==> config.mk <==
export PLATFORM = sky130hd
export DESIGN_NAME = turfio_top
export DESIGN_NICKNAME = d
export VERILOG_FILES = /design/src/common/turfio_pkg.sv /design/src/verilog/turfio_top.sv /design/src/uart/uart_retime.sv /design/src/uart/uart_route.sv /design/src/verilog/turfio_intercon.sv /design/src/verilog/tio_id_ctrl.sv
export SDC_FILE = /design/constraint.sdc
export NUM_CORES = 1
export LEC_CHECK = 0
export ABC_AREA = 0
export CORE_MARGIN = 3
export CORE_UTILIZATION = 50
export CTS_CLUSTER_DIAMETER = 80
export DETAILED_ROUTE_END_ITERATION = 6
export DONT_BUFFER_PORTS = 1
export PLACE_DENSITY_LB_ADDON = 0.2
export SLEW_MARGIN = 20
export SYNTH_ARGS = -nofsm -noshare
export SYNTH_HDL_FRONTEND = slang
export SYNTH_SLANG_ARGS = --single-unit
==> constraint.sdc <==
create_clock -name init_clk -period 3.9 [get_ports init_clk]
set_input_delay 0.78 -clock init_clk [delete_from_list [all_inputs] [get_ports init_clk]]
set_output_delay 0.78 -clock init_clk [all_outputs]
set_load 0.02 [all_outputs]
==> src/common/turfio_pkg.sv <==
package turfio_pkg;

    ////////////////////////////////////////////////////////////////////////////
    // Host address fields
    ////////////////////////////////////////////////////////////////////////////

    // Full host address width
    localparam int unsigned addr_bits = 25;
    // Space select, 0 is TURFIO and 1 to 7 are SURFs
    localparam int unsigned space_lsb = 22;
    localparam int unsigned space_bits = 3;
    // Module select inside the TURFIO space
    localparam int unsigned module_lsb = 12;
    localparam int unsigned module_bits = 10;
    // Word register index inside a module
    localparam int unsigned reg_lsb = 2;
    localparam int unsigned reg_bits = 10;

    ////////////////////////////////////////////////////////////////////////////
    // Register map of module 0
    ////////////////////////////////////////////////////////////////////////////

    localparam int unsigned data_bits = 32;

    localparam logic [reg_bits-1:0] reg_ident = reg_bits'(0);
    localparam logic [reg_bits-1:0] reg_version = reg_bits'(1);
    localparam logic [reg_bits-1:0] reg_ctrl = reg_bits'(2);
    localparam logic [reg_bits-1:0] reg_status = reg_bits'(3);
    localparam logic [reg_bits-1:0] reg_scratch = reg_bits'(4);

    // Control register layout
    localparam int unsigned ctrl_bits = 4;
    localparam int unsigned ctrl_hsk_local_bit = 0;
    localparam int unsigned ctrl_cratebridge_bit = 1;
    localparam int unsigned ctrl_enable_crate_bit = 2;
    localparam int unsigned ctrl_enable_3v3_bit = 3;

    // Status register layout
    localparam int unsigned status_rdy_bit = 0;
    localparam int unsigned status_conf_lsb = 1;

    // Identification word, ASCII "TFIO"
    localparam logic [data_bits-1:0] ident_value = "TFIO";

    // Firmware version fields
    localparam logic [15:0] fw_date = 16'h0000;
    localparam logic [3:0] ver_major = 4'd0;
    localparam logic [3:0] ver_minor = 4'd4;
    localparam logic [7:0] ver_rev = 8'd0;
    localparam logic [data_bits-1:0] date_version = {fw_date, ver_major, ver_minor, ver_rev};

    ////////////////////////////////////////////////////////////////////////////
    // Crate UART retiming
    ////////////////////////////////////////////////////////////////////////////

    // 160 clocks per bit, sampled late to ride out the slow open-drain rise
    localparam int unsigned uart_baud_period = 160;
    localparam int unsigned uart_sample_point = 120;
    // Start, 8 data, stop
    localparam int unsigned uart_frame_bits = 10;

    localparam int unsigned uart_cnt_bits = $clog2(uart_baud_period);
    localparam int unsigned uart_bit_bits = $clog2(uart_frame_bits);
    localparam logic [uart_cnt_bits-1:0] uart_period_last = uart_cnt_bits'(uart_baud_period - 1);
    localparam logic [uart_cnt_bits-1:0] uart_sample_cnt = uart_cnt_bits'(uart_sample_point - 1);
    localparam logic [uart_bit_bits-1:0] uart_last_bit = uart_bit_bits'(uart_frame_bits - 1);

endpackage
==> src/verilog/turfio_top.sv <==
`timescale 1ns/10ps
module turfio_top (
    input  logic                                init_clk,
    input  logic                                rst_n_i,
    // Host register port
    input  logic                                host_req_i,
    input  logic                                host_we_i,
    input  logic [turfio_pkg::addr_bits-1:0]    host_addr_i,
    input  logic [turfio_pkg::data_bits-1:0]    host_wdata_i,
    output logic                                host_ack_o,
    output logic [turfio_pkg::data_bits-1:0]    host_rdata_o,
    // Housekeeping UART lines
    input  logic                                dbg_rx_i,
    output logic                                dbg_tx_o,
    input  logic                                turf_rx_i,
    output logic                                turf_tx_o,
    input  logic                                tctrl_b_i,
    input  logic                                surf_tx_i,
    output logic                                surf_rx_o,
    // Board status and enables
    input  logic                                i2c_rdy_i,
    input  logic [1:0]                          conf_i,
    output logic                                enable_crate_o,
    output logic                                enable_3v3_o
);

    // Register strobe path
    logic                               reg_sel;
    logic                               reg_we;
    logic [turfio_pkg::reg_bits-1:0]    reg_index;
    logic [turfio_pkg::data_bits-1:0]   reg_wdata;
    logic [turfio_pkg::data_bits-1:0]   reg_rdata;

    // UART control from the control register
    logic                               hsk_local;
    logic                               cratebridge_en;
    // Crate line after retiming
    logic                               crate_rx;

    turfio_intercon u_intercon (
        .init_clk     (init_clk),
        .rst_n_i      (rst_n_i),
        .host_req_i   (host_req_i),
        .host_we_i    (host_we_i),
        .host_addr_i  (host_addr_i),
        .host_wdata_i (host_wdata_i),
        .host_ack_o   (host_ack_o),
        .host_rdata_o (host_rdata_o),
        .reg_sel_o    (reg_sel),
        .reg_we_o     (reg_we),
        .reg_index_o  (reg_index),
        .reg_wdata_o  (reg_wdata),
        .reg_rdata_i  (reg_rdata)
    );

    tio_id_ctrl u_id_ctrl (
        .init_clk         (init_clk),
        .rst_n_i          (rst_n_i),
        .reg_sel_i        (reg_sel),
        .reg_we_i         (reg_we),
        .reg_index_i      (reg_index),
        .reg_wdata_i      (reg_wdata),
        .reg_rdata_o      (reg_rdata),
        .i2c_rdy_i        (i2c_rdy_i),
        .conf_i           (conf_i),
        .hsk_local_o      (hsk_local),
        .cratebridge_en_o (cratebridge_en),
        .enable_crate_o   (enable_crate_o),
        .enable_3v3_o     (enable_3v3_o)
    );

    uart_route u_route (
        .dbg_rx_i         (dbg_rx_i),
        .turf_rx_i        (turf_rx_i),
        .tctrl_b_i        (tctrl_b_i),
        .hsk_local_i      (hsk_local),
        .cratebridge_en_i (cratebridge_en),
        .crate_rx_i       (crate_rx),
        .dbg_tx_o         (dbg_tx_o),
        .turf_tx_o        (turf_tx_o),
        .surf_rx_o        (surf_rx_o)
    );

    uart_retime u_retime (
        .init_clk         (init_clk),
        .rst_n_i          (rst_n_i),
        .cratebridge_en_i (cratebridge_en),
        .surf_tx_i        (surf_tx_i),
        .rx_retimed_o     (crate_rx)
    );

endmodule

==> src/uart/uart_retime.sv <==
`timescale 1ns/10ps
module uart_retime (
    input  logic init_clk,
    input  logic rst_n_i,
    // Crate bridge enable, output idles while low
    input  logic cratebridge_en_i,
    // Open-drain SURF TX, slow rising edges
    input  logic surf_tx_i,
    output logic rx_retimed_o
);

    logic [1:0]                             sync_q;
    // Last synchronized level for edge detect
    logic                                   rx_prev_q;
    logic                                   start_edge;
    // Inside a frame
    logic                                   busy_q;
    logic [turfio_pkg::uart_cnt_bits-1:0]   baud_cnt_q;
    logic [turfio_pkg::uart_bit_bits-1:0]   bit_cnt_q;
    logic                                   sample_now;

    ////////////////////////////////////////////////////////////////////////////
    // Input synchronizer
    ////////////////////////////////////////////////////////////////////////////

    always_ff @(posedge init_clk) begin
        if (!rst_n_i) begin
            // Line idles high
            sync_q <= 2'b11;
            rx_prev_q <= 1'b1;
        end else begin
            sync_q <= {sync_q[0], surf_tx_i};
            rx_prev_q <= sync_q[1];
        end
    end

    // Falling edge marks the start bit
    assign start_edge = rx_prev_q && !sync_q[1];

    // Sample point within each bit
    assign sample_now = busy_q && (baud_cnt_q == turfio_pkg::uart_sample_cnt);

    ////////////////////////////////////////////////////////////////////////////
    // Bit timing and regeneration
    ////////////////////////////////////////////////////////////////////////////

    always_ff @(posedge init_clk) begin
        if (!rst_n_i) begin
            busy_q <= 1'b0;
            baud_cnt_q <= '0;
            bit_cnt_q <= '0;
            rx_retimed_o <= 1'b1;
        end else if (!cratebridge_en_i) begin
            // Bridge off, abort any frame and idle
            busy_q <= 1'b0;
            baud_cnt_q <= '0;
            bit_cnt_q <= '0;
            rx_retimed_o <= 1'b1;
        end else if (!busy_q) begin
            // Hunt for a start edge
            baud_cnt_q <= '0;
            bit_cnt_q <= '0;
            if (start_edge) begin
                busy_q <= 1'b1;
            end
        end else begin
            // Free-running bit period
            if (baud_cnt_q == turfio_pkg::uart_period_last) begin
                baud_cnt_q <= '0;
            end else begin
                baud_cnt_q <= baud_cnt_q + 1'b1;
            end
            // Held until the next sample
            if (sample_now) begin
                rx_retimed_o <= sync_q[1];
                // Stop bit done, back to hunting
                if (bit_cnt_q == turfio_pkg::uart_last_bit) begin
                    busy_q <= 1'b0;
                end else begin
                    bit_cnt_q <= bit_cnt_q + 1'b1;
                end
            end
        end
    end

endmodule

==> src/uart/uart_route.sv <==
`timescale 1ns/10ps
module uart_route (
    // Debug UART from the USB bridge
    input  logic dbg_rx_i,
    // TURF serial input
    input  logic turf_rx_i,
    // High selects remote I2C on the TURF lines
    input  logic tctrl_b_i,
    // Control register bits
    input  logic hsk_local_i,
    input  logic cratebridge_en_i,
    // Crate line after retiming
    input  logic crate_rx_i,
    output logic dbg_tx_o,
    output logic turf_tx_o,
    output logic surf_rx_o
);

    // TURF input after the TCTRL_B qualifier
    logic turf_rx_valid;
    // Merged data toward the crate
    logic to_crate;

    ////////////////////////////////////////////////////////////////////////////
    // Source selection toward the crate
    ////////////////////////////////////////////////////////////////////////////

    // Idle high when TURF lines carry I2C
    assign turf_rx_valid = tctrl_b_i ? 1'b1 : turf_rx_i;

    // Local mode takes debug RX, else TURF
    assign to_crate = hsk_local_i ? dbg_rx_i : turf_rx_valid;

    // Nothing reaches the SURFs without the bridge enable
    assign surf_rx_o = cratebridge_en_i ? to_crate : 1'b1;

    ////////////////////////////////////////////////////////////////////////////
    // Crate responses
    ////////////////////////////////////////////////////////////////////////////

    // Crate answers go back to whichever side is talking
    assign dbg_tx_o = hsk_local_i ? crate_rx_i : 1'b1;
    assign turf_tx_o = hsk_local_i ? 1'b1 : crate_rx_i;

endmodule

==> src/verilog/turfio_intercon.sv <==
`timescale 1ns/10ps
module turfio_intercon (
    input  logic                                init_clk,
    input  logic                                rst_n_i,
    // Four-phase host side
    input  logic                                host_req_i,
    input  logic                                host_we_i,
    input  logic [turfio_pkg::addr_bits-1:0]    host_addr_i,
    input  logic [turfio_pkg::data_bits-1:0]    host_wdata_i,
    output logic                                host_ack_o,
    output logic [turfio_pkg::data_bits-1:0]    host_rdata_o,
    // Module 0 register side
    output logic                                reg_sel_o,
    output logic                                reg_we_o,
    output logic [turfio_pkg::reg_bits-1:0]     reg_index_o,
    output logic [turfio_pkg::data_bits-1:0]    reg_wdata_o,
    input  logic [turfio_pkg::data_bits-1:0]    reg_rdata_i
);

    // Idle, one access cycle, then wait for req to drop
    typedef enum logic [1:0] {
        st_idle,
        st_access,
        st_wait
    } state_t;

    state_t                                 state_q;
    logic [turfio_pkg::space_bits-1:0]      space_field;
    logic [turfio_pkg::module_bits-1:0]     module_field;
    logic                                   reg_hit;

    ////////////////////////////////////////////////////////////////////////////
    // Address decode
    ////////////////////////////////////////////////////////////////////////////

    assign space_field = host_addr_i[turfio_pkg::space_lsb +: turfio_pkg::space_bits];
    assign module_field = host_addr_i[turfio_pkg::module_lsb +: turfio_pkg::module_bits];

    // Only TURFIO space, module 0 is mapped
    assign reg_hit = (space_field == '0) && (module_field == '0);

    // Host fields are stable while req is high
    assign reg_we_o = host_we_i;
    assign reg_index_o = host_addr_i[turfio_pkg::reg_lsb +: turfio_pkg::reg_bits];
    assign reg_wdata_o = host_wdata_i;

    // One-cycle strobe in the access state
    // Unmapped accesses complete without it
    assign reg_sel_o = (state_q == st_access) && reg_hit;

    ////////////////////////////////////////////////////////////////////////////
    // Four-phase handshake
    ////////////////////////////////////////////////////////////////////////////

    always_ff @(posedge init_clk) begin
        if (!rst_n_i) begin
            state_q <= st_idle;
            host_ack_o <= 1'b0;
        end else begin
            case (state_q)
                st_idle: begin
                    // Request seen, access on the next edge
                    if (host_req_i) begin
                        state_q <= st_access;
                    end
                end
                st_access: begin
                    host_ack_o <= 1'b1;
                    state_q <= st_wait;
                end
                st_wait: begin
                    // Ack holds until the host lets go
                    if (!host_req_i) begin
                        host_ack_o <= 1'b0;
                        state_q <= st_idle;
                    end
                end
                default: begin
                    state_q <= st_idle;
                end
            endcase
        end
    end

    // Read data lands together with ack
    // Unmapped space reads as zero
    always_ff @(posedge init_clk) begin
        if (state_q == st_access) begin
            host_rdata_o <= reg_hit ? reg_rdata_i : '0;
        end
    end

endmodule

==> src/verilog/tio_id_ctrl.sv <==
`timescale 1ns/10ps
module tio_id_ctrl (
    input  logic                                init_clk,
    input  logic                                rst_n_i,
    // Register strobe port
    input  logic                                reg_sel_i,
    input  logic                                reg_we_i,
    input  logic [turfio_pkg::reg_bits-1:0]     reg_index_i,
    input  logic [turfio_pkg::data_bits-1:0]    reg_wdata_i,
    output logic [turfio_pkg::data_bits-1:0]    reg_rdata_o,
    // Board status inputs
    input  logic                                i2c_rdy_i,
    input  logic [1:0]                          conf_i,
    // Control outputs
    output logic                                hsk_local_o,
    output logic                                cratebridge_en_o,
    output logic                                enable_crate_o,
    output logic                                enable_3v3_o
);

    logic [turfio_pkg::ctrl_bits-1:0]   ctrl_q;
    logic [turfio_pkg::data_bits-1:0]   scratch_q;
    logic                               wr_en;

    assign wr_en = reg_sel_i && reg_we_i;

    ////////////////////////////////////////////////////////////////////////////
    // Writable registers
    ////////////////////////////////////////////////////////////////////////////

    always_ff @(posedge init_clk) begin
        if (!rst_n_i) begin
            // Crate and 3V3 off, UART routed to TURF
            ctrl_q <= '0;
            scratch_q <= '0;
        end else if (wr_en) begin
            case (reg_index_i)
                turfio_pkg::reg_ctrl: begin
                    // Upper bits dropped
                    ctrl_q <= reg_wdata_i[turfio_pkg::ctrl_bits-1:0];
                end
                turfio_pkg::reg_scratch: begin
                    scratch_q <= reg_wdata_i;
                end
                default: begin
                    // Read-only or unused index
                end
            endcase
        end
    end

    // Control bits straight out of the register
    assign hsk_local_o = ctrl_q[turfio_pkg::ctrl_hsk_local_bit];
    assign cratebridge_en_o = ctrl_q[turfio_pkg::ctrl_cratebridge_bit];
    assign enable_crate_o = ctrl_q[turfio_pkg::ctrl_enable_crate_bit];
    assign enable_3v3_o = ctrl_q[turfio_pkg::ctrl_enable_3v3_bit];

    ////////////////////////////////////////////////////////////////////////////
    // Read mux
    ////////////////////////////////////////////////////////////////////////////

    always_comb begin
        reg_rdata_o = '0;
        case (reg_index_i)
            turfio_pkg::reg_ident: begin
                reg_rdata_o = turfio_pkg::ident_value;
            end
            turfio_pkg::reg_version: begin
                reg_rdata_o = turfio_pkg::date_version;
            end
            turfio_pkg::reg_ctrl: begin
                reg_rdata_o[turfio_pkg::ctrl_bits-1:0] = ctrl_q;
            end
            turfio_pkg::reg_status: begin
                // I2C ready and crate config, live
                reg_rdata_o[turfio_pkg::status_rdy_bit] = i2c_rdy_i;
                reg_rdata_o[turfio_pkg::status_conf_lsb +: 2] = conf_i;
            end
            turfio_pkg::reg_scratch: begin
                reg_rdata_o = scratch_q;
            end
            default: begin
                // Unused index reads zero
                reg_rdata_o = '0;
            end
        endcase
    end

endmodule

[Word level (Yosys, flattened, before mapping)]
Index checks and enable logic that the tools add are counted.
Operators by class
  add/subtract/negate cells: 2
  equal/unequal tests: 11
  muxes and demuxes: 17
  bitwise gates (word level): 4
  reduce and logical (&&, ||, !) cells: 20
Operators by type and width (number)
  $pmux 28 s3: 1
  $eq 10x2->1 const B: 2
  $logic_not 10->1: 2
  $reduce_and 2->1: 7
  $pmux 3 s4: 1
  $eq 10x1->1 const B: 1
  $eq 10x3->1 const B: 1
  $mux 1: 10
  $add 8x1->8 const B: 1
  $eq 8x7->1 const B: 1
  $eq 8x8->1 const B: 1
  $pmux 2 s3: 1
  $logic_and 1x1->1: 5
  $add 4x1->4 const B: 1
  $eq 4x4->1 const B: 1
  $mux 2: 2
  $ne 2x2->1 const B: 2
  $not 1->1: 4
  $reduce_or 4->1: 1
  $logic_not 3->1: 1
  $pmux 1 s3: 1
  $reduce_and 3->1: 1
  $eq 2x1->1 const B: 1
  $eq 2x2->1 const B: 1
  4 further kinds: 4
Word-level totals
  register bits: 88
  input bits: 68
  output and inout bits: 38
  word-level logic and storage cells: 65

[Depth between registers and ports, before layout]
  depth after elaboration: 5
  gate-level depth with buffers: 6
  mapped depth without buffers: 6

[Cells and area by module]
Synthesis repeated with hierarchy kept, for this count alone.
Second synthesis, totals
  cells, all modules: 490
  area, all modules: 4802.1 um^2
By module, submodules not included
  turfio_intercon: times used 1, cells an instance 172, area an instance 2229.6 um^2
  tio_id_ctrl: times used 1, cells an instance 232, area an instance 1759.2 um^2
  uart_retime: times used 1, cells an instance 81, area an instance 784.5 um^2
  uart_route: times used 1, cells an instance 5, area an instance 28.8 um^2

[Worst setup path after synthesis]
OpenSTA, ideal clock, no wires.
  path kind: register -> register
  from: reg u_intercon.state_q[0]
  to: reg u_id_ctrl.scratch_q[0] (netlist bit)
  arrival time: 2675 ps
  required time: 3780 ps
  path slack: 1105 ps
  stages on the path, launching flop included: 6
  buffers on the path: 1
  clock period less this slack: 2795 ps
  cells stage by stage: dfxtp_1 -> nor2b_1 -> and3_1 -> nand4_4 -> buf_6 -> mux2i_1
On the way
  word-level cells in the longest chain between the ends: 4
RTL lines
  start: declaration: line turfio_intercon.sv:27  | state_t state_q;
  start signal: assignment: line turfio_intercon.sv:57  | state_q <= st_idle;
  start signal: assignment: line turfio_intercon.sv:64  | state_q <= st_access;
  start signal: assignment: line turfio_intercon.sv:69  | state_q <= st_wait;
  $eq 2x1->1: line turfio_intercon.sv:49  | assign reg_sel_o = (state_q == st_access) && reg_hit;
  $logic_and 1x1->1: line turfio_intercon.sv:49
  $logic_and 1x1->1: line tio_id_ctrl.sv:25  | assign wr_en = reg_sel_i && reg_we_i;
  $reduce_and 2->1 (no line)
  end signal: assignment: line tio_id_ctrl.sv:43  | scratch_q <= reg_wdata_i;
  end: declaration: line tio_id_ctrl.sv:22  | logic [turfio_pkg::data_bits-1:0] scratch_q;
No other way between the ends.
A chain may end at the register's enable or synchronous reset.

[Worst setup path after layout]
  from: in host_addr_i[11] (netlist bit)
  to: reg u_id_ctrl.scratch_q[28] (netlist bit)
On the way
  word-level cells in the longest chain between the ends: 2
RTL lines
  start: declaration: line turfio_top.sv:8  | input logic [turfio_pkg::addr_bits-1:0] host_addr_i,
  $eq 10x3->1: line tio_id_ctrl.sv:37  | case (reg_index_i)
  $reduce_and 2->1 (no line)
No other way between the ends.

==> metrics.md <==
| Metric | Value |
|---|---|
| Outcome | `finished clean` |
| Power, Total | `1.726 mW` |
| CTS tree | `yes` |
| Fin crit period | `2.319 ns` |
| PwrDens | `438.7 nW/um^2` |
| Vias per cell | `5.409` |
| CTS Hold Bufs | `0` |
| Maxcap violations | `0` |
| Via count | `2445` |
| Drt first pass iters | `4` |
| Core ar. | `6944 sq um` |
| Worst-skew pair later-pin latency | `0.35 ns` |
| Nature of the critical path startpoint | `input port` |
| GP Congestion | `0.8394` |
| Grt ovf | `0` |
| Die W | `91.54 um` |
| Routed WL | `6995 um` |
| Buffers and inverters on the worst path | `0` |
| Clock buffer depth | `2` |
| Gate Count Post-Synth | `356` |
| # DRC | `0` |
| Seq cells post-synth | `88` |
| Final clock period utilization by the worst path | `0.5947` |
| Port buffer count | `0` |
| Tightest Hold Check Type | `register to register` |
| CTS sink count | `88` |
| Area after DPL | `3704 sq um` |
| DRC marker count from the first detailed-route iteration | `110` |
| Synth area leader | `dfxtp_1` |
| Hold Violations, Final | `0` |
| Sequential fraction of the synthesis area | `0.5691` |
| Non-filler cells, final | `452` |
| Final Skew | `0.01297 ns` |
| Io pins | `106` |
| Setup TNS Final | `0 ns` |
| Worst Path Max Fanout | `32` |
| Final Setup Violations | `0` |
| Slowest CP cell | `nand4_4` |
| Netlist Area Pre-Place | `3659 sq um` |
| Crit path kind | `input port to register` |
| Reg-to-Reg End | `u_id_ctrl.scratch_q[28]` |
| Fmax achieved | `431.2 MHz` |
| H-tree depth | `3` |
| # nets final | `422` |
| Post-CTS Setup Inserts | `0` |
| VDD IR max | `0.2221 mV` |
| Mean Syn Cell Area | `10.28 sq um` |
| Initial cell density of the core | `0.5268` |
| WP data required | `4.15 ns` |
| Antenna viol nets, final | `0` |
| Die Ht | `91.54 um` |
| Netlist cell types | `38` |
| Clock buffer count from CTS | `9` |
| Gr usage total | `0.1742` |
| RSZ-0062 raised after global routing | `no` |
| Hold Path Depth | `1` |
| YS warnings | `0` |
| Largest cells by area after synthesis | `dfxtp_1 (31%), edfxtp_1 (26%), mux2i_1 (10%)` |
| Die Area | `8380 sq um` |
| LEAKAGE | `1.596 nW` |
| Worst path arrival time | `2.57 ns` |
| Final Max Slew Viols | `0` |
| Cell Count Post-Placement | `436` |
| First-pass GRT wire length | `11560 um` |
| Ant. Diodes | `0` |
| Most common cell after layout, fill and taps aside | `nand2_1` |
| Worst-Margin Slew | `0.8209 ns` |
| Reg2reg setup slack | `2.02 ns` |
| Cell Rows | `30` |
| Top_reg_cell synth | `dfxtp_1` |
| Vias in the first global route | `2354` |
| Cell family with most CP delay | `simple AND/OR/NAND/NOR gates` |
| Routed length per instance | `15.48 um` |
| Initial antenna violation count | `0` |
| HP Start | `u_retime.sync_q[0]` |
| Hpwl dp | `4769 um` |
| Worst path max stage delay | `0.65 ns` |
| Critical Path Sink Type | `register` |
| FF-to-FF Start | `u_intercon.state_q[0]` |
| Largest net degree at the start of global routing | `77` |
| Post-synthesis net count | `427` |
| FF-to-FF path depth | `4` |
| Post_cts resized | `0` |
| Clock root cell | `clkbuf_8` |
| Layout area overhead | `7.524%` |
| Worst slew margin | `0.4516` |
| Number of synthesized flops with an enable pin | `32` |
| Design Area, Final | `3934 sq um` |
| Hold EP | `u_retime.sync_q[1]` |
| CP cell instances | `or4_4, nor2_4, nand4_4, mux2i_1` |
| # fillers | `627` |
| CTS clk-pin slew, worst paths | `0.09 ns` |
| Share of cells above drive strength 1 | `0.07022` |
| Top-area cell type share of the netlist area | `0.3064` |
| Commonest non-fill, non-tap cells in the layout | `nand2_1 (74), dfxtp_1 (56), mux2i_1 (37), edfxtp_1 (32), inv_1 (22)` |
| Async set-reset flop share out of synthesis | `0` |
## area by class of cell
class | instances | area [sq um] | share of cell area
Tap cell | 96 | 120.1 | 0.03053
Sequential cell | 88 | 2082 | 0.5293
Inverter | 22 | 82.58 | 0.02099
Timing Repair Buffer | 1 | 7.507 | 0.001908
Clock inverter | 6 | 92.59 | 0.02354
Multi-Input combinational cell | 229 | 1411 | 0.3588
Clock buffer | 10 | 137.6 | 0.03499
## cell families (layout without fill, tap and decap cells)
kind of cell    Yosys count  in the layout  share of synthesized area
buf+inv                  39             39                    0.04719
flops                    88             88                     0.5691
simple gates            149            149                     0.2025
xor+xnor                  7              7                    0.01676
mux                      37             37                     0.1012
compound gates           33             33                    0.05301
fa+ha+maj                 3              3                    0.01026
## worst reg2reg max path, cell delays in order (launching register included)
cell     delay (ns)
dfxtp_1        0.33
nor2b_4        0.17
and3_1         0.23
nand4_4        0.65
mux2i_1        0.42
## registers in the layout (all words and copies together), names as in the netlist
signal / count
u_retime.sync_q: 2
u_intercon.state_q: 2
u_retime.rx_prev_q: 1
u_id_ctrl.scratch_q: 32
u_intercon.host_rdata_o: 32
u_retime.busy_q: 1
u_id_ctrl.ctrl_q: 4
u_retime.rx_retimed_o: 1
u_intercon.host_ack_o: 1
u_retime.baud_cnt_q: 8
u_retime.bit_cnt_q: 4
## metal layers
metal | vias to the layer above | part of all wire | track usage | wire length, um
met5 | - | 0 | 0 | 0
met4 | 0 | 0.015 | 0.07161 | 103
met3 | 9 | 0.041 | 0.03811 | 288
met2 | 58 | 0.48 | 0.2861 | 3365
met1 | 1186 | 0.46 | 0.2215 | 3237
li1 | 1192 | - | - | -
## cells in the mapped netlist (2+ instances only)
| cell type | count |
|---|---|
| and3_1 | 3 |
| a21oi_1 | 18 |
| inv_1 | 22 |
| nand4_1 | 2 |
| nand2b_1 | 6 |
| nor2_1 | 18 |
| nand3_1 | 5 |
| xnor2_1 | 4 |
| nor4_1 | 4 |
| mux2i_1 | 37 |
| a221oi_1 | 3 |
| buf_6 | 3 |
| o21ai_0 | 4 |
| nor3_1 | 5 |
| dfxtp_1 | 56 |
| and4_1 | 3 |
| and2_1 | 17 |
| nand2_1 | 74 |
| ha_1 | 3 |
| clkbuf_1 | 12 |
| nor2b_1 | 3 |
| or4_4 | 2 |
| a31oi_1 | 3 |
| a211oi_1 | 2 |
| xor2_1 | 3 |
| edfxtp_1 | 32 |
## worst max-delay path by stage
stage                                     start                       to  slack [ns]  cells past startpoint
final                           host_addr_i[11]  u_id_ctrl.scratch_q[28]        1.58                      4
after global routing            host_addr_i[11]  u_id_ctrl.scratch_q[12]        1.47                      4
after CTS                       host_addr_i[11]  u_id_ctrl.scratch_q[12]        1.56                      4
after detailed placement        host_addr_i[11]  u_id_ctrl.scratch_q[12]        1.18                      4
after global placement          host_addr_i[11]  u_id_ctrl.scratch_q[13]        1.27                      4
after floorplan           u_intercon.state_q[0]   u_id_ctrl.scratch_q[0]        1.11                      5
## per-stage QoR
step | util | hold slack [ns] | worst slack (ns)
after global routing | 0.5665 | 0.4394 | 1.469
after CTS | 0.5665 | 0.4241 | 1.555
after floorplan | - | 0.3863 | 1.105
final | 0.5665 | 0.4226 | 1.581
after detailed placement | 0.5333 | 0.3972 | 1.184
after global placement | 0.5333 | 0.3981 | 1.271
## where the power goes
group,leakage (nW),switching [mW],total (mW),internal (mW)
Sequential,0.758,0.0230,0.988,0.965
Clock,0.109,0.322,0.703,0.380
Combinational,0.729,0.0210,0.0347,0.0137
Note: power is estimated with default switching activity, not from simulation.
